`config.mk`:
```
export PLATFORM = sky130hd
export DESIGN_NAME = daqTop
export DESIGN_NICKNAME = d
export VERILOG_FILES = /design/src/logic/hostPkg.sv /design/src/logic/microrocPkg.sv /design/src/logic/acqController.sv /design/src/logic/apbRegFile.sv /design/src/logic/daqTop.sv /design/src/logic/dataFifo.sv /design/src/logic/ramDeserializer.sv /design/src/logic/scLoader.sv
export VERILOG_INCLUDE_DIRS = /design/src /design/src/logic
export SDC_FILE = /design/constraint.sdc
export NUM_CORES = 1
export LEC_CHECK = 0
export BUFFER_PORTS_ARGS = -buffer_cell sky130_fd_sc_hd__buf_2
export CORE_MARGIN = 2
export CORE_UTILIZATION = 64
export CTS_BUF_LIST = sky130_fd_sc_hd__clkbuf_4
export DETAILED_ROUTE_END_ITERATION = 7
export PLACE_DENSITY = 0.82
export SYNTH_ARGS = -nofsm -noshare
export SYNTH_HDL_FRONTEND = slang
export SYNTH_SLANG_ARGS = --single-unit
```
`constraint.sdc`:
```
create_clock -name Clk -period 4.52 [get_ports Clk]
set_input_delay 0.904 -clock Clk [delete_from_list [all_inputs] [get_ports Clk]]
set_output_delay 0.904 -clock Clk [all_outputs]
set_load 0.1 [all_outputs]
```
`src/logic/microroc_config.svh`:
```
`ifndef MICROROC_CONFIG_SVH
`define MICROROC_CONFIG_SVH

// ASIC side field widths
`define DAC_WIDTH        10
`define HEADER_WIDTH     8
`define CTEST_WIDTH      64   // One enable per channel
`define READ_REG_WIDTH   64
`define SC_FRAME_LEN     102  // Header plus three DACs plus ctest

// Readout path
`define WORD_WIDTH       16
`define FIFO_DEPTH       16

// Loader timing and host bus
`define SR_RESET_CYCLES  4    // Chain reset low time
`define APB_ADDR_WIDTH   8

`endif

```
`src/logic/hostPkg.sv`:
```
`include "microroc_config.svh"

package hostPkg;

    // Register map, byte addresses on word boundaries
    typedef enum logic [`APB_ADDR_WIDTH-1:0] {
        CTRL       = 8'h00,
        DAC0       = 8'h04,
        DAC1       = 8'h08,
        DAC2       = 8'h0C,
        HEADER     = 8'h10,
        CTEST_LO   = 8'h14,
        CTEST_HI   = 8'h18,
        READREG_LO = 8'h1C,
        READREG_HI = 8'h20,
        ACQTIME    = 8'h24,
        STATUS     = 8'h28   // Read only
    } regAddrT;

    // CTRL bits
    localparam int CTRL_START_LOAD  = 0;  // Pulse
    localparam int CTRL_SC_OR_READ  = 1;  // Level, 1 selects slow control
    localparam int CTRL_ACQ_START   = 2;  // Pulse
    localparam int CTRL_FIFO_CLEAR  = 3;  // Pulse

    typedef logic [15:0] acqTimeT;       // Acquisition window in clocks

endpackage

```
`src/logic/microrocPkg.sv`:
```
`include "microroc_config.svh"

package microrocPkg;

    //////////////////////////////
    // Chip level field types
    //////////////////////////////
    typedef logic [`DAC_WIDTH-1:0]      dacCodeT;   // Threshold code
    typedef logic [`HEADER_WIDTH-1:0]   headerT;    // Chip id in data
    typedef logic [`CTEST_WIDTH-1:0]    ctestT;     // Test cap enables
    typedef logic [`READ_REG_WIDTH-1:0] readRegT;   // Channel probe select
    typedef logic [`WORD_WIDTH-1:0]     dataWordT;  // Packed RAM data

    // Slow-control frame
    // Top member leaves the FPGA first, each member MSB first
    typedef struct packed {
        headerT  header;
        dacCodeT dac0;
        dacCodeT dac1;
        dacCodeT dac2;
        ctestT   ctest;
    } scFrameT;

endpackage

```
`src/logic/acqController.sv`:
```
`timescale 1ns/10ps

module acqController import hostPkg::*; (
    input  logic    Clk,
    input  logic    rstN,
    input  acqTimeT acqTime,
    input  logic    acqStart,
    input  logic    endReadout,
    output logic    startAcq,
    output logic    startReadout,
    output logic    readoutActive,
    output logic    acqBusy
);
    typedef enum logic [1:0] {IDLE, ACQUIRE, REQUEST, READOUT} stateT;

    stateT   state;
    acqTimeT winCnt;   // Cycles left in the window minus one

    assign readoutActive = (state == READOUT);
    assign acqBusy       = (state != IDLE);

    //////////////////////////////
    // Sequencer
    //////////////////////////////
    always_ff @(posedge Clk or negedge rstN) begin
        if (!rstN) begin
            state        <= IDLE;
            winCnt       <= '0;
            startAcq     <= 1'b0;
            startReadout <= 1'b0;
        end else begin
            case (state)
                IDLE: begin
                    if (acqStart) begin
                        state    <= ACQUIRE;
                        startAcq <= 1'b1;
                        // Zero window runs as one cycle
                        winCnt   <= (acqTime == '0) ? '0 : acqTime - 1'b1;
                    end
                end
                ACQUIRE: begin
                    if (winCnt == '0) begin
                        startAcq     <= 1'b0;
                        startReadout <= 1'b1;   // Right after the window
                        state        <= REQUEST;
                    end else begin
                        winCnt <= winCnt - 1'b1;
                    end
                end
                REQUEST: begin
                    startReadout <= 1'b0;
                    state        <= READOUT;
                end
                READOUT: begin
                    if (endReadout)
                        state <= IDLE;   // Chip finished its RAM
                end
                default: state <= IDLE;
            endcase
        end
    end

    // Readout request comes only in the cycle after the window closes
    assert property (@(posedge Clk) disable iff (!rstN)
        startReadout |-> !startAcq && $past(startAcq));

endmodule

```
`src/logic/apbRegFile.sv`:
```
`timescale 1ns/10ps
`include "microroc_config.svh"

module apbRegFile import microrocPkg::*, hostPkg::*; (
    input  logic                       Clk,
    input  logic                       rstN,
    input  logic [`APB_ADDR_WIDTH-1:0] paddr,
    input  logic                       psel,
    input  logic                       penable,
    input  logic                       pwrite,
    input  logic [31:0]                pwdata,
    input  logic                       loaderBusy,
    input  logic                       configDone,
    input  logic                       acqBusy,
    input  logic [7:0]                 overflowCount,
    output logic [31:0]                prdata,
    output logic                       pready,
    output logic                       pslverr,
    output scFrameT                    scFrame,
    output readRegT                    readReg,
    output logic                       scOrRead,
    output logic                       loadStart,
    output acqTimeT                    acqTime,
    output logic                       acqStart,
    output logic                       fifoClear
);
    logic access;     // Access phase of a transfer
    logic addrValid;
    logic wrAccess;

    assign access   = psel && penable;
    assign wrAccess = access && pwrite && addrValid;
    assign pready   = 1'b1;                 // Zero wait states
    assign pslverr  = access && !addrValid;

    always_comb begin
        case (paddr)
            CTRL, DAC0, DAC1, DAC2, HEADER, CTEST_LO, CTEST_HI,
            READREG_LO, READREG_HI, ACQTIME, STATUS: addrValid = 1'b1;
            default:                                 addrValid = 1'b0;
        endcase
    end

    //////////////////////////////
    // Write side
    //////////////////////////////
    always_ff @(posedge Clk or negedge rstN) begin
        if (!rstN) begin
            scFrame   <= '0;
            readReg   <= '0;
            acqTime   <= '0;
            scOrRead  <= 1'b0;
            loadStart <= 1'b0;
            acqStart  <= 1'b0;
            fifoClear <= 1'b0;
        end else begin
            loadStart <= 1'b0;   // Pulses last one cycle
            acqStart  <= 1'b0;
            fifoClear <= 1'b0;
            if (wrAccess) begin
                case (paddr)
                    CTRL: begin
                        scOrRead  <= pwdata[CTRL_SC_OR_READ];
                        loadStart <= pwdata[CTRL_START_LOAD];
                        acqStart  <= pwdata[CTRL_ACQ_START];
                        fifoClear <= pwdata[CTRL_FIFO_CLEAR];
                    end
                    DAC0:       scFrame.dac0   <= pwdata[`DAC_WIDTH-1:0];
                    DAC1:       scFrame.dac1   <= pwdata[`DAC_WIDTH-1:0];
                    DAC2:       scFrame.dac2   <= pwdata[`DAC_WIDTH-1:0];
                    HEADER:     scFrame.header <= pwdata[`HEADER_WIDTH-1:0];
                    CTEST_LO:   scFrame.ctest[31:0] <= pwdata;
                    CTEST_HI:   scFrame.ctest[`CTEST_WIDTH-1:32] <= pwdata;
                    READREG_LO: readReg[31:0] <= pwdata;
                    READREG_HI: readReg[`READ_REG_WIDTH-1:32] <= pwdata;
                    ACQTIME:    acqTime <= pwdata[$bits(acqTimeT)-1:0];
                    default:    ;  // STATUS ignores writes
                endcase
            end
        end
    end

    // Read mux, pulse bits of CTRL read back as zero
    always_comb begin
        prdata = '0;
        case (paddr)
            CTRL:       prdata[CTRL_SC_OR_READ] = scOrRead;
            DAC0:       prdata[`DAC_WIDTH-1:0] = scFrame.dac0;
            DAC1:       prdata[`DAC_WIDTH-1:0] = scFrame.dac1;
            DAC2:       prdata[`DAC_WIDTH-1:0] = scFrame.dac2;
            HEADER:     prdata[`HEADER_WIDTH-1:0] = scFrame.header;
            CTEST_LO:   prdata = scFrame.ctest[31:0];
            CTEST_HI:   prdata = scFrame.ctest[`CTEST_WIDTH-1:32];
            READREG_LO: prdata = readReg[31:0];
            READREG_HI: prdata = readReg[`READ_REG_WIDTH-1:32];
            ACQTIME:    prdata[$bits(acqTimeT)-1:0] = acqTime;
            STATUS:     prdata = {16'b0, overflowCount, 5'b0, acqBusy, configDone, loaderBusy};
            default:    prdata = '0;
        endcase
    end

    // Error only in an access phase that follows its setup phase
    assert property (@(posedge Clk) disable iff (!rstN)
        pslverr |-> psel && penable && $past(psel && !penable));

endmodule

```
`src/logic/daqTop.sv`:
```
`timescale 1ns/10ps
`include "microroc_config.svh"

module daqTop import microrocPkg::*, hostPkg::*; (
    input  logic                       Clk,
    input  logic                       rstN,
    // APB host
    input  logic [`APB_ADDR_WIDTH-1:0] paddr,
    input  logic                       psel,
    input  logic                       penable,
    input  logic                       pwrite,
    input  logic [31:0]                pwdata,
    output logic [31:0]                prdata,
    output logic                       pready,
    output logic                       pslverr,
    // MICROROC pins
    output logic                       select,
    output logic                       srRstb,
    output logic                       srCk,
    output logic                       srIn,
    output logic                       startAcq,
    output logic                       startReadout,
    input  logic                       endReadout,
    input  logic                       doutB,
    input  logic                       transmitOnB,
    // Data reader
    input  logic                       dataRdEn,
    output dataWordT                   dataOut,
    output logic                       dataEmpty
);
    scFrameT    scFrame;
    readRegT    readReg;
    acqTimeT    acqTime;
    logic       scOrRead, loadStart, acqStart, fifoClear;
    logic       loaderBusy, configDone, acqBusy, readoutActive;
    logic       wrEn;
    dataWordT   wrData;
    logic [7:0] overflowCount;

    //////////////////////////////
    // Host registers and loader
    //////////////////////////////
    apbRegFile uRegs (.Clk, .rstN, .paddr, .psel, .penable, .pwrite, .pwdata,
        .loaderBusy, .configDone, .acqBusy, .overflowCount, .prdata, .pready, .pslverr,
        .scFrame, .readReg, .scOrRead, .loadStart, .acqTime, .acqStart, .fifoClear);

    scLoader uLoader (.Clk, .rstN, .scFrame, .readReg, .scOrRead, .loadStart,
        .select, .srRstb, .srCk, .srIn, .loaderBusy, .configDone);

    //////////////////////////////
    // Acquisition and readout
    //////////////////////////////
    acqController uAcq (.Clk, .rstN, .acqTime, .acqStart, .endReadout,
        .startAcq, .startReadout, .readoutActive, .acqBusy);

    ramDeserializer uDeser (.Clk, .rstN, .readoutActive, .doutB, .transmitOnB,
        .wrEn, .wrData);

    dataFifo uFifo (.Clk, .rstN, .wrEn, .wrData, .dataRdEn, .fifoClear,
        .dataOut, .dataEmpty, .overflowCount);

endmodule

```
`src/logic/dataFifo.sv`:
```
`timescale 1ns/10ps
`include "microroc_config.svh"

module dataFifo import microrocPkg::*; (
    input  logic     Clk,
    input  logic     rstN,
    input  logic     wrEn,
    input  dataWordT wrData,
    input  logic     dataRdEn,
    input  logic     fifoClear,
    output dataWordT dataOut,
    output logic     dataEmpty,
    output logic [7:0] overflowCount
);
    localparam int DEPTH = `FIFO_DEPTH;
    localparam int PTR_W = $clog2(DEPTH);
    localparam int CNT_W = $clog2(DEPTH + 1);

    dataWordT         mem [DEPTH];
    logic [PTR_W-1:0] wrPtr;
    logic [PTR_W-1:0] rdPtr;
    logic [CNT_W-1:0] fillCnt;
    logic             full;
    logic             doWrite;
    logic             doRead;

    assign full      = (fillCnt == CNT_W'(DEPTH));
    assign dataEmpty = (fillCnt == '0);
    assign dataOut   = mem[rdPtr];            // Head word, no read latency
    assign doWrite   = wrEn && !full;
    assign doRead    = dataRdEn && !dataEmpty;

    function automatic logic [PTR_W-1:0] nextPtr(input logic [PTR_W-1:0] ptr);
        return (ptr == PTR_W'(DEPTH - 1)) ? '0 : ptr + 1'b1;
    endfunction

    always_ff @(posedge Clk or negedge rstN) begin
        if (!rstN) begin
            wrPtr <= '0;
            rdPtr <= '0;
            fillCnt <= '0;
            overflowCount <= '0;
        end else if (fifoClear) begin
            wrPtr <= '0;
            rdPtr <= '0;
            fillCnt <= '0;
            overflowCount <= '0;
        end else begin
            if (doWrite) wrPtr <= nextPtr(wrPtr);
            if (doRead)  rdPtr <= nextPtr(rdPtr);
            if (doWrite && !doRead)      fillCnt <= fillCnt + 1'b1;
            else if (doRead && !doWrite) fillCnt <= fillCnt - 1'b1;
            if (wrEn && full && overflowCount != 8'hFF)
                overflowCount <= overflowCount + 1'b1;   // Saturates at 255
        end
    end

    always_ff @(posedge Clk) begin
        if (doWrite && !fifoClear) mem[wrPtr] <= wrData;
    end

    assert property (@(posedge Clk) disable iff (!rstN) fillCnt <= CNT_W'(DEPTH));

endmodule

```
`src/logic/ramDeserializer.sv`:
```
`timescale 1ns/10ps
`include "microroc_config.svh"

module ramDeserializer import microrocPkg::*; (
    input  logic     Clk,
    input  logic     rstN,
    input  logic     readoutActive,
    input  logic     doutB,        // Active low serial data
    input  logic     transmitOnB,  // Low while chip sends
    output logic     wrEn,
    output dataWordT wrData
);
    localparam int CNT_W = $clog2(`WORD_WIDTH);

    logic [CNT_W-1:0] bitCnt;
    logic             bitValid;
    logic             lastBit;
    dataWordT         shiftReg;
    dataWordT         nextWord;

    assign bitValid = readoutActive && !transmitOnB;
    assign lastBit  = bitValid && (bitCnt == CNT_W'(`WORD_WIDTH - 1));
    assign nextWord = {shiftReg[`WORD_WIDTH-2:0], ~doutB};  // First bit ends up in MSB

    always_ff @(posedge Clk or negedge rstN) begin
        if (!rstN) begin
            bitCnt <= '0;
            wrEn   <= 1'b0;
        end else begin
            wrEn <= lastBit;
            if (!readoutActive)
                bitCnt <= '0;          // Drop partial word, fresh start next readout
            else if (bitValid)
                bitCnt <= bitCnt + 1'b1;
        end
    end

    always_ff @(posedge Clk) begin
        if (bitValid) shiftReg <= nextWord;
        if (lastBit)  wrData   <= nextWord;
    end

endmodule

```
`src/logic/scLoader.sv`:
```
`timescale 1ns/10ps
`include "microroc_config.svh"

module scLoader import microrocPkg::*; (
    input  logic    Clk,
    input  logic    rstN,
    input  scFrameT scFrame,
    input  readRegT readReg,
    input  logic    scOrRead,
    input  logic    loadStart,
    output logic    select,      // 1 slow control, 0 read register
    output logic    srRstb,
    output logic    srCk,
    output logic    srIn,
    output logic    loaderBusy,
    output logic    configDone
);
    localparam int LEN   = `SC_FRAME_LEN;
    localparam int CNT_W = $clog2(`SC_FRAME_LEN + 1);
    localparam int RST_W = $clog2(`SR_RESET_CYCLES + 1);

    typedef enum logic [1:0] {IDLE, CHAIN_RST, SHIFT} stateT;

    stateT            state;
    logic [LEN-1:0]   shiftReg;  // Current bit sits at the MSB
    logic [CNT_W-1:0] bitCnt;    // Bits still to send
    logic [RST_W-1:0] rstCnt;

    assign loaderBusy = (state != IDLE);

    always_ff @(posedge Clk or negedge rstN) begin
        if (!rstN) begin
            state      <= IDLE;
            select     <= 1'b0;
            srRstb     <= 1'b1;
            srCk       <= 1'b0;
            srIn       <= 1'b0;
            configDone <= 1'b0;
            bitCnt     <= '0;
            rstCnt     <= '0;
        end else begin
            case (state)
                IDLE: if (loadStart) begin
                    state      <= CHAIN_RST;
                    select     <= scOrRead;   // Held for the whole load
                    srRstb     <= 1'b0;
                    configDone <= 1'b0;
                    rstCnt     <= RST_W'(`SR_RESET_CYCLES - 1);
                    bitCnt     <= scOrRead ? CNT_W'(`SC_FRAME_LEN) : CNT_W'(`READ_REG_WIDTH);
                end
                CHAIN_RST: begin
                    if (rstCnt == '0) begin
                        srRstb <= 1'b1;
                        srIn   <= shiftReg[LEN-1];   // First bit, clock still low
                        state  <= SHIFT;
                    end else begin
                        rstCnt <= rstCnt - 1'b1;
                    end
                end
                SHIFT: begin
                    if (!srCk) begin
                        srCk <= 1'b1;                // Chip samples on this rise
                    end else begin
                        srCk <= 1'b0;
                        if (bitCnt == CNT_W'(1)) begin
                            configDone <= 1'b1;
                            state      <= IDLE;
                        end else begin
                            bitCnt <= bitCnt - 1'b1;
                            srIn   <= shiftReg[LEN-2];
                        end
                    end
                end
                default: state <= IDLE;
            endcase
        end
    end

    // Payload, read register left aligned so both go MSB first
    always_ff @(posedge Clk) begin
        if (state == IDLE && loadStart)
            shiftReg <= scOrRead ? scFrame : {readReg, {(LEN - `READ_REG_WIDTH){1'b0}}};
        else if (state == SHIFT && srCk)
            shiftReg <= shiftReg << 1;
    end

    assert property (@(posedge Clk) disable iff (!rstN) $rose(srCk) |-> loaderBusy);
    assert property (@(posedge Clk) disable iff (!rstN) srCk |-> $stable(srIn));

endmodule

```
==> summary.txt, run 1 <==
Status
  • Outcome: complete, but fails checks
  • Failing checks: negative hold slack

STA
  • Hold WS: -0.02057 ns
  • Setup repair after global routing missed its margin: false
  • Top achievable clock speed: 229.6 MHz
  • Transition at the pin with the smallest max-transition slack: 1.086 ns
  • Final min period: 4.356 ns
  • Total Neg Setup Slack: 0 ns
  • Fin Clk Skew: 0.06464 ns
  • Setup-violating endpoint count in the final report: 0
  • Final hold violation count: 2
  • Rel. slew slack: 27.60%
  • Final clock period utilization by the worst path: 96.37%
  • Max-slew violation count: 0

Finish
  • Nets: 2334
  • Leading cell type in the layout, fill and taps excluded: edfxtp_1
  • Area added between synthesis and finish: 14.04%
  • Count of filler cells inserted in the layout: 2764
  • Layout Cell Area excl Fill: 32210 um2
  • Fraction of final layout cells with drive strength greater than 1: 28.74%
  • Most used cells in the layout excluding fill and tap cells: edfxtp_1, clkbuf_4, dfrtp_1

Worst setup path
  • Slowest stage cell, crit path: dfrtp_1
  • Crit-path leading delay family: flip-flops
  • Total number of cells along the worst setup path: 6
  • Source of the critical timing path: uFifo.rdPtr[1]$_DFFE_PN0P_
  • Sort of element at the start of the critical path: register
  • Arrival time at the worst endpoint: 3.45 ns
  • Cells on worst reg2reg path: 10
  • Cells along the critical path: nor2b_4 -> buf_4 -> a221oi_1 -> a22oi_1 -> nand2_1 -> buf_2
  • Longest individual stage delay on the worst path: 0.77 ns
  • Critical path start-end classification: register to output pin
  • Worst Setup EP: dataOut[1]
  • Worst-path maximum fanout: 24
  • CP Data Required Time: 3.62 ns
  • Register-to-register setup slack: 1.44 ns
  • Type of destination of the critical path: output pin
  • Reg-to-Reg Start: uFifo.fillCnt[1]$_DFFE_PN0P_
  • Terminus of the critical flop-to-flop path: uFifo.fillCnt[4]$_DFFE_PN0P_
  • Number of buffers and inverters on the critical path: 2

Clock network
  • Clock tree sinks: 638
  • Number of H-tree levels: 4
  • Clock-pin transition on the worst setup and hold timing paths: 0.07 ns
  • Clock Path Buffers: 3
  • Worst-Skew Late Latency: 1.02 ns
  • Clock Root Buffer: clkbuf_4
  • Number of buffers created by CTS: 159
  • CTS tree: built

Floorplanning
  • Top Ports: 106
  • Die area: 45830 um2
  • Die width: 214.1 um
  • Effective utilization at floorplan: 65.14%
  • Number of rows in the core area: 76
  • Standard cell core area: 43360 um2
  • Die extent in y: 214.1 um

Yosys
  • Cell count after synthesis: 2055
  • Number of synthesized register bits: 638
  • Share of synthesized area occupied by flip-flops and latches: 63.42%
  • Dominant register cell in the synthesized netlist: edfxtp_1
  • Synth async-reset ratio: 39.03%
  • Area of the mapped netlist: 28250 um2
  • Average cell area after synthesis: 13.75 um2
  • Post-synthesis cell type count: 79
  • Number of enable flip-flop cells after synthesis: 389
  • Total of warnings raised by yosys: 0
  • Synthesized netlist net count: 2128

Placement
  • Count of buffers inserted at the top-level ports: 104
  • RePlAce Congestion: 0.9827
  • Area after DPL: 30000 um2
  • Post-DP HPWL: 46.39 mm

Run
  • # Max-Cap Violations: 0

Route
  • Number of vias per cell: 6.355
  • Wire per inst: 24.43 um
  • Violation count after the first detailed-routing iteration: 1870
  • Overall via count from detail_route: 18.96k
  • Routed wire length: 72.88 mm
  • Post-detailed-route count of antenna-violating nets: 0
  • DRC violation count after routing: 0
  • First-pass iteration count of the detailed router: 6

GRT
  • Global-route wire length before repair: 112.1 mm
  • Vias in the first global route: 19.28k
  • Grt ovf: 0
  • Antenna violations before repair: 4
  • GRT Resource Usage Total: 32.36%
  • Maximum number of pins on one net before global-route repair: 119

Pwr
  • Worst IR Drop VDD: 0.2877 mV
  • Power per cell area: 402.4 nW/um2
  • P_leak: 13.39 nW
  • Total power consumption of the routed design: 0.01296 W

Min path
  • Type of the tightest min-delay check: primary input to async pin
-- layout make-up --
cell class	count	area, um2	share of cell area, %
Antenna cell	4	10.01	0.03107
Tap cell	585	732.0	2.272
Clock buffer	246	1847	5.733
Timing Repair Buffer	166	1511	4.692
Clock inverter	48	329.1	1.022
Sequential cell	638	17920	55.63
Inverter	25	93.84	0.2913
Multi-Input combinational cell	1271	9768	30.32
-- where the power goes --
group          total [W]  internal (W)  switching (W)
registers        0.00667       0.00647       0.000194
logic            0.00120      0.000371       0.000826
clock network    0.00510       0.00277        0.00233
-- stage by stage --
stage	worst slack (ns)	std cells	hold slack (ns)	utilization (%)
2_1_floorplan	-0.6726	2055	0.4003	-
3_3_place_gp	0.5281	2684	0.4272	69.18
3_5_place_dp	0.4646	2684	0.4370	69.18
4_1_cts	0.02070	2979	0.001977	74.25
5_1_grt	0.02341	2982	0.03360	74.28
6_report	0.1641	2983	-0.02057	74.29
-- worst reg2reg max path: cells and delay by family (launching register included) --
family | cells | cell delay, ns
compound gates | 5 | 0.86
fa+ha+maj | 1 | 0.44
buf+inv | 1 | 0.20
flops | 1 | 0.44
simple gates | 3 | 1.08
-- per-layer routing --
| metal | vias to the layer above | share of wire [%] | GRT usage, % |
|---|---|---|---|
| li1 | 8271 | - | - |
| met1 | 9515 | 38 | 40.68 |
| met2 | 987 | 50 | 53.42 |
| met3 | 182 | 7.4 | 7.390 |
| met4 | 2 | 4.8 | 16.04 |
| met5 | - | 0.018 | 0 |
-- worst min-delay path by stage --
stage	start	end	depth (start not counted)
after floorplan	uDeser.shiftReg[14]$_DFFE_PP_	uDeser.wrData[15]$_DFFE_PP_	0
after global placement	uDeser.shiftReg[1]$_DFFE_PP_	uDeser.shiftReg[2]$_DFFE_PP_	0
after detailed placement	uDeser.shiftReg[4]$_DFFE_PP_	uDeser.wrData[5]$_DFFE_PP_	0
after CTS	rstN	uRegs.scFrame[44]$_DFFE_PN0P_	1
after global routing	rstN	uRegs.readReg[35]$_DFFE_PN0P_	1
final	rstN	uRegs.readReg[35]$_DFFE_PN0P_	1
-- sequential cells by signal (all words and copies together) (netlist names), 8 cells and up --
register / cells
uRegs.scFrame: 102
uRegs.readReg: 64
uDeser.shiftReg: 15
uFifo.overflowCount: 8
uFifo.mem: 256
uAcq.winCnt: 16
uRegs.acqTime: 16
uLoader.shiftReg: 102
uDeser.wrData: 16
-- kinds of logic after synthesis --
group / count (synthesis) / share of synthesized area, %
XOR/XNOR: 30 / 0.9302
AND/OR/NAND/NOR: 471 / 7.814
multiplexers: 395 / 16.71
other: 1 / 0.01328
adder cells (fa/ha/maj): 24 / 1.090
buffers and inverters: 146 / 2.210
flip-flops: 638 / 63.42
AO/OA/AOI/OAI: 350 / 7.818
-- synth_stat cells (11+ instances only) --
cell type | instances | area share (%)
mux4_2 | 32 | 2.6
and2_1 | 11 | 0.24
clkbuf_1 | 82 | 1.1
buf_1 | 26 | 0.35
xnor2_1 | 19 | 0.59
edfxtp_1 | 389 | 41
mux2_2 | 171 | 6.8
mux2_4 | 30 | 1.6
inv_1 | 25 | 0.33
o21ai_0 | 161 | 2.9
xor2_1 | 11 | 0.34
nand2_1 | 213 | 2.8
nor3_1 | 22 | 0.39
mux2i_1 | 161 | 5.7
a22oi_1 | 53 | 1.4
ha_1 | 23 | 1.0
a221oi_1 | 21 | 0.65
a21oi_1 | 39 | 0.69
dfrtp_1 | 248 | 22
nand3_1 | 73 | 1.3
nor2_1 | 76 | 1.0
-- repair_timing --
item | CTS | global route
pin swaps | 0 | 0
setup endpoints to repair | 3 | 7
gates cloned | 0 | 0
setup buffers | 1 | 0
gates resized for setup | 1 | 2
hold endpoints to repair | 0 | 0
hold buffers | 0 | 0
Note: power is estimated with default switching activity, not from simulation.
==> run 2: changes to the inputs <==
--- a/config.mk
+++ b/config.mk
@@ -6,12 +6,13 @@
 export SDC_FILE = /design/constraint.sdc
 export NUM_CORES = 1
 export LEC_CHECK = 0
+export ABC_AREA = 1
 export BUFFER_PORTS_ARGS = -buffer_cell sky130_fd_sc_hd__buf_2
 export CORE_MARGIN = 2
 export CORE_UTILIZATION = 64
 export CTS_BUF_LIST = sky130_fd_sc_hd__clkbuf_4
 export DETAILED_ROUTE_END_ITERATION = 7
-export PLACE_DENSITY = 0.82
+export PLACE_DENSITY_LB_ADDON = 0.2
 export SYNTH_ARGS = -nofsm -noshare
 export SYNTH_HDL_FRONTEND = slang
 export SYNTH_SLANG_ARGS = --single-unit
==> run 2 against run 1 <==
Effect of this change: the flow now finishes without violations; non-clock buffer count up 6; clock skew is 0.0066 ns lower; sequential share of layout area barely moved; power rose by 22%; utilization fell by 1.6 points; critical endpoint is now dataOut[12]; largest cell class unchanged; largest power group unchanged; highest routed layer is now met4.
==> summary.txt, run 2 <==
Floorplanning
  • Top Ports: 106 (unchanged)
  • Number of rows in the core area: 77 (was 76)
  • Die area: 46800 um2 (was 45830 um2)
  • Effective utilization at floorplan: 65.11% (was 65.14%)
  • Die width: 216.3 um (was 214.1 um)
  • Die extent in y: 216.3 um (was 214.1 um)
  • Standard cell core area: 44320 um2 (was 43360 um2)

Clock network
  • Clock tree sinks: 638 (unchanged)
  • Number of buffers created by CTS: 160 (was 159)
  • Worst-Skew Late Latency: 1.03 ns (was 1.02 ns)
  • Number of H-tree levels: 4 (unchanged)
  • Clock Root Buffer: clkbuf_4 (unchanged)
  • Clock Path Buffers: 3 (unchanged)
  • CTS tree: built (unchanged)
  • Clock-pin transition on the worst setup and hold timing paths: 0.06 ns (was 0.07 ns)

GRT
  • Maximum number of pins on one net before global-route repair: 159 (was 119)
  • Global-route wire length before repair: 127.2 mm (was 112.1 mm)
  • Vias in the first global route: 22.90k (was 19.28k)
  • Antenna violations before repair: 1 (was 4)
  • Grt ovf: 0 (unchanged)
  • GRT Resource Usage Total: 35.50% (was 32.36%)

Pwr
  • P_leak: 13.92 nW (was 13.39 nW)
  • Total power consumption of the routed design: 0.01576 W (was 0.01296 W)
  • Worst IR Drop VDD: 0.5771 mV (was 0.2877 mV)
  • Power per cell area: 489.2 nW/um2 (was 402.4 nW/um2)

Worst setup path
  • Reg-to-Reg Start: uLoader.state[1]$_DFFE_PN0P_ (was uFifo.fillCnt[1]$_DFFE_PN0P_)
  • Longest individual stage delay on the worst path: 0.73 ns (was 0.77 ns)
  • Slowest stage cell, crit path: dfrtp_4 (was dfrtp_1)
  • Cells along the critical path: buf_6 -> o21ai_0 -> o21ai_0 -> nor2_1 -> o22ai_1 -> buf_2 (was nor2b_4 -> buf_4 -> a221oi_1 -> a22oi_1 -> nand2_1 -> buf_2)
  • Critical path start-end classification: register to output pin (unchanged)
  • Source of the critical timing path: uFifo.rdPtr[0]$_DFFE_PN0P_ (was uFifo.rdPtr[1]$_DFFE_PN0P_)
  • Worst Setup EP: dataOut[12] (was dataOut[1])
  • Worst-path maximum fanout: 63 (was 24)
  • Most common cell type on the critical path: o21ai_0
  • Sort of element at the start of the critical path: register (unchanged)
  • CP Data Required Time: 3.62 ns (about the same)
  • Arrival time at the worst endpoint: 3.52 ns (was 3.45 ns)
  • Number of buffers and inverters on the critical path: 2 (unchanged)
  • Terminus of the critical flop-to-flop path: uLoader.shiftReg[2]$_DFFE_PP_ (was uFifo.fillCnt[4]$_DFFE_PN0P_)
  • Crit-path leading delay family: buffers and inverters (was flip-flops)
  • Total number of cells along the worst setup path: 6 (unchanged)
  • Cells on worst reg2reg path: 5 (was 10)
  • Type of destination of the critical path: output pin (unchanged)
  • Register-to-register setup slack: 0.85 ns (was 1.44 ns)

STA
  • Transition at the pin with the smallest max-transition slack: 1.242 ns (was 1.086 ns)
  • Rel. slew slack: 17.03% (was 27.60%)
  • Top achievable clock speed: 225.8 MHz (was 229.6 MHz)
  • Max-slew violation count: 0 (unchanged)
  • Fin Clk Skew: 0.05800 ns (was 0.06464 ns)
  • Min setup slack post-route: 0.09178 ns (was 0.1641 ns)
  • Final min period: 4.428 ns (was 4.356 ns)
  • Setup-violating endpoint count in the final report: 0 (unchanged)
  • Total Neg Setup Slack: 0 ns (unchanged)
  • Setup repair after global routing missed its margin: true (was false)
  • Final hold violation count: 0 (was 2)
  • Final clock period utilization by the worst path: 97.97% (was 96.37%)

Route
  • Wire per inst: 21.13 um (was 24.43 um)
  • Routed wire length: 82.12 mm (was 72.88 mm)
  • Violation count after the first detailed-routing iteration: 3399 (was 1870)
  • Overall via count from detail_route: 24.04k (was 18.96k)
  • First-pass iteration count of the detailed router: 6 (unchanged)
  • Number of vias per cell: 6.186 (was 6.355)
  • DRC violation count after routing: 0 (unchanged)
  • Post-detailed-route count of antenna-violating nets: 0 (unchanged)

Finish
  • Largest register by flop count: uFifo.mem (unchanged)
  • Largest registers: uFifo.mem (256), uLoader.shiftReg (102), uRegs.scFrame (102) (unchanged)
  • Flip-flop count of the largest register after layout: 256 (unchanged)
  • Leading cell type in the layout, fill and taps excluded: nand2_1 (was edfxtp_1)
  • Area added between synthesis and finish: 11.62% (was 14.04%)
  • Final core occ: 72.67% (was 74.29%)
  • Nets: 3229 (was 2334)
  • Most used cells in the layout excluding fill and tap cells: nand2_1, edfxtp_1, nor2_1 (was edfxtp_1, clkbuf_4, dfrtp_1)
  • Fraction of final layout cells with drive strength greater than 1: 14.84% (was 28.74%)
  • Count of filler cells inserted in the layout: 3276 (was 2764)

Yosys
  • Share of synthesized area occupied by flip-flops and latches: 62.08% (was 63.42%)
  • Number of synthesized register bits: 638 (unchanged)
  • Area of the mapped netlist: 28850 um2 (was 28250 um2)
  • Most common cell in the synthesized netlist: nand2_1 (was edfxtp_1)
  • Average cell area after synthesis: 9.599 um2 (was 13.75 um2)
  • Cell count after synthesis: 3006 (was 2055)
  • Largest cells by area after synthesis: edfxtp_1, dfrtp_1, nand2_1 (was edfxtp_1, dfrtp_1, mux2_2)
  • Synthesized netlist net count: 3079 (was 2128)
  • Post-synthesis cell type count: 46 (was 79)
  • Cell accounting for the most synthesized area: edfxtp_1 (unchanged)
  • Dominant register cell in the synthesized netlist: edfxtp_1 (unchanged)
  • Synth async-reset ratio: 39.03% (unchanged)
  • Total of warnings raised by yosys: 0 (unchanged)
  • Area fraction of the dominant cell type after synthesis: 40.48% (was 41.35%)
  • Most instantiated cells after synthesis: nand2_1, edfxtp_1, nor2_1 (was edfxtp_1, dfrtp_1, nand2_1)
  • Number of enable flip-flop cells after synthesis: 389 (unchanged)

Run
  • # Max-Cap Violations: 0 (unchanged)

Placement
  • Count of buffers inserted at the top-level ports: 104 (unchanged)
  • RePlAce Congestion: 1.032 (was 0.9827)
  • Post-DP HPWL: 52.29 mm (was 46.39 mm)
  • Worst Setup Slack post-DPL: 0.7172 ns (was 0.4646 ns)

Min path
  • Type of the tightest min-delay check: primary input to register (was primary input to async pin)

Status
  • Outcome: finished, final reports clean (was complete, but fails checks)
## run 2: changes by cell type after synthesis, moves of 32 or more
cell / before / now
buf_2: 6 / 38
nand4_1: 4 / 180
mux2i_1: 161 / 0
nand2_1: 213 / 889
mux2_2: 171 / 4
a31oi_1: 5 / 68
nor2_1: 76 / 303
a22oi_1: 53 / 1
o21ai_0: 161 / 216
mux4_2: 32 / 0
inv_1: 25 / 166
o22ai_1: 2 / 38
## run 2: per-stage QoR
step | instance area [um2] | hold WS, ns | std cells
2_1_floorplan | 28850 | 0.4003 | 3006
3_3_place_gp | 30050 | 0.4047 | 3585
3_5_place_dp | 30050 | 0.4159 | 3585
4_1_cts | 32170 | 0.1074 | 3881
5_1_grt | 32200 | 0.1481 | 3882
6_report | 32210 | 0.1695 | 3886
## run 2: cell families (layout without fill, tap and decap cells)
kind of cell	after synthesis	count (layout)	synth area share [%]
AOI/OAI and AO/OA	434	434	8.447
buffers and inverters	363	646	5.169
xor gates and xnor gates	17	17	0.5160
adders and majority gates	24	24	1.067
muxes	11	11	0.4293
other	1	6	0.01300
DFF	638	638	62.08
and+or+nand+nor	1518	1518	22.28
## run 2: what timing repair did
action | in CTS | in global routing
setup buffers | 0 | 0
hold buffers | 1 | 0
hold endpoints to repair | 77 | 0
setup endpoints to repair | 11 | 9
gates resized for setup | 3 | 10
## run 2: where the power goes
part | switching, W | leakage, nW | internal (W)
sequential | 0.000258 | 6.84 | 0.00629
combinational | 0.00320 | 5.82 | 0.00101
clock | 0.00238 | 1.25 | 0.00261
## run 2: worst min-delay path by stage
stage / cells past startpoint / endpoint / from
after floorplan: 0 / uDeser.wrData[15]$_DFFE_PP_ / uDeser.shiftReg[14]$_DFFE_PP_
after global placement: 0 / uDeser.wrData[15]$_DFFE_PP_ / uDeser.shiftReg[14]$_DFFE_PP_
after detailed placement: 0 / uDeser.wrData[15]$_DFFE_PP_ / uDeser.shiftReg[14]$_DFFE_PP_
after CTS: 2 / uRegs.readReg[48]$_DFFE_PN0P_ / pwdata[16]
after global routing: 3 / uRegs.scFrame[17]$_DFFE_PN0P_ / pwdata[17]
final: 2 / uRegs.readReg[48]$_DFFE_PN0P_ / pwdata[16]
## run 2: layout make-up
class                   instances  area (um2)  area share [%]
clock inverters                48       247.7          0.7692
diodes                          5       12.51         0.03885
clock buffers                 247        1854           5.757
multi-input cells            2005        9484           29.45
inverters                     179       681.9           2.117
well taps                     592       740.7           2.300
flip-flops and latches        638       17920           55.65
repair buffers                172        1264           3.924
## run 2: worst reg2reg max path: stages, from the launching register on
cell and delay [ns]:
dfrtp_1 0.38, nor2_1 0.43, nand2_2 0.62, inv_4 0.56
nand2_1 0.84, o21ai_0 0.61
## run 2: metal layers
metal / vias up / global-route usage, % / routed length [um]
li1: 10695 / - / -
met1: 11482 / 50.67 / 32780
met2: 1635 / 51.51 / 36540
met3: 226 / 9.979 / 9857
met4: 0 / 15.25 / 2937
met5: - / 0 / 0
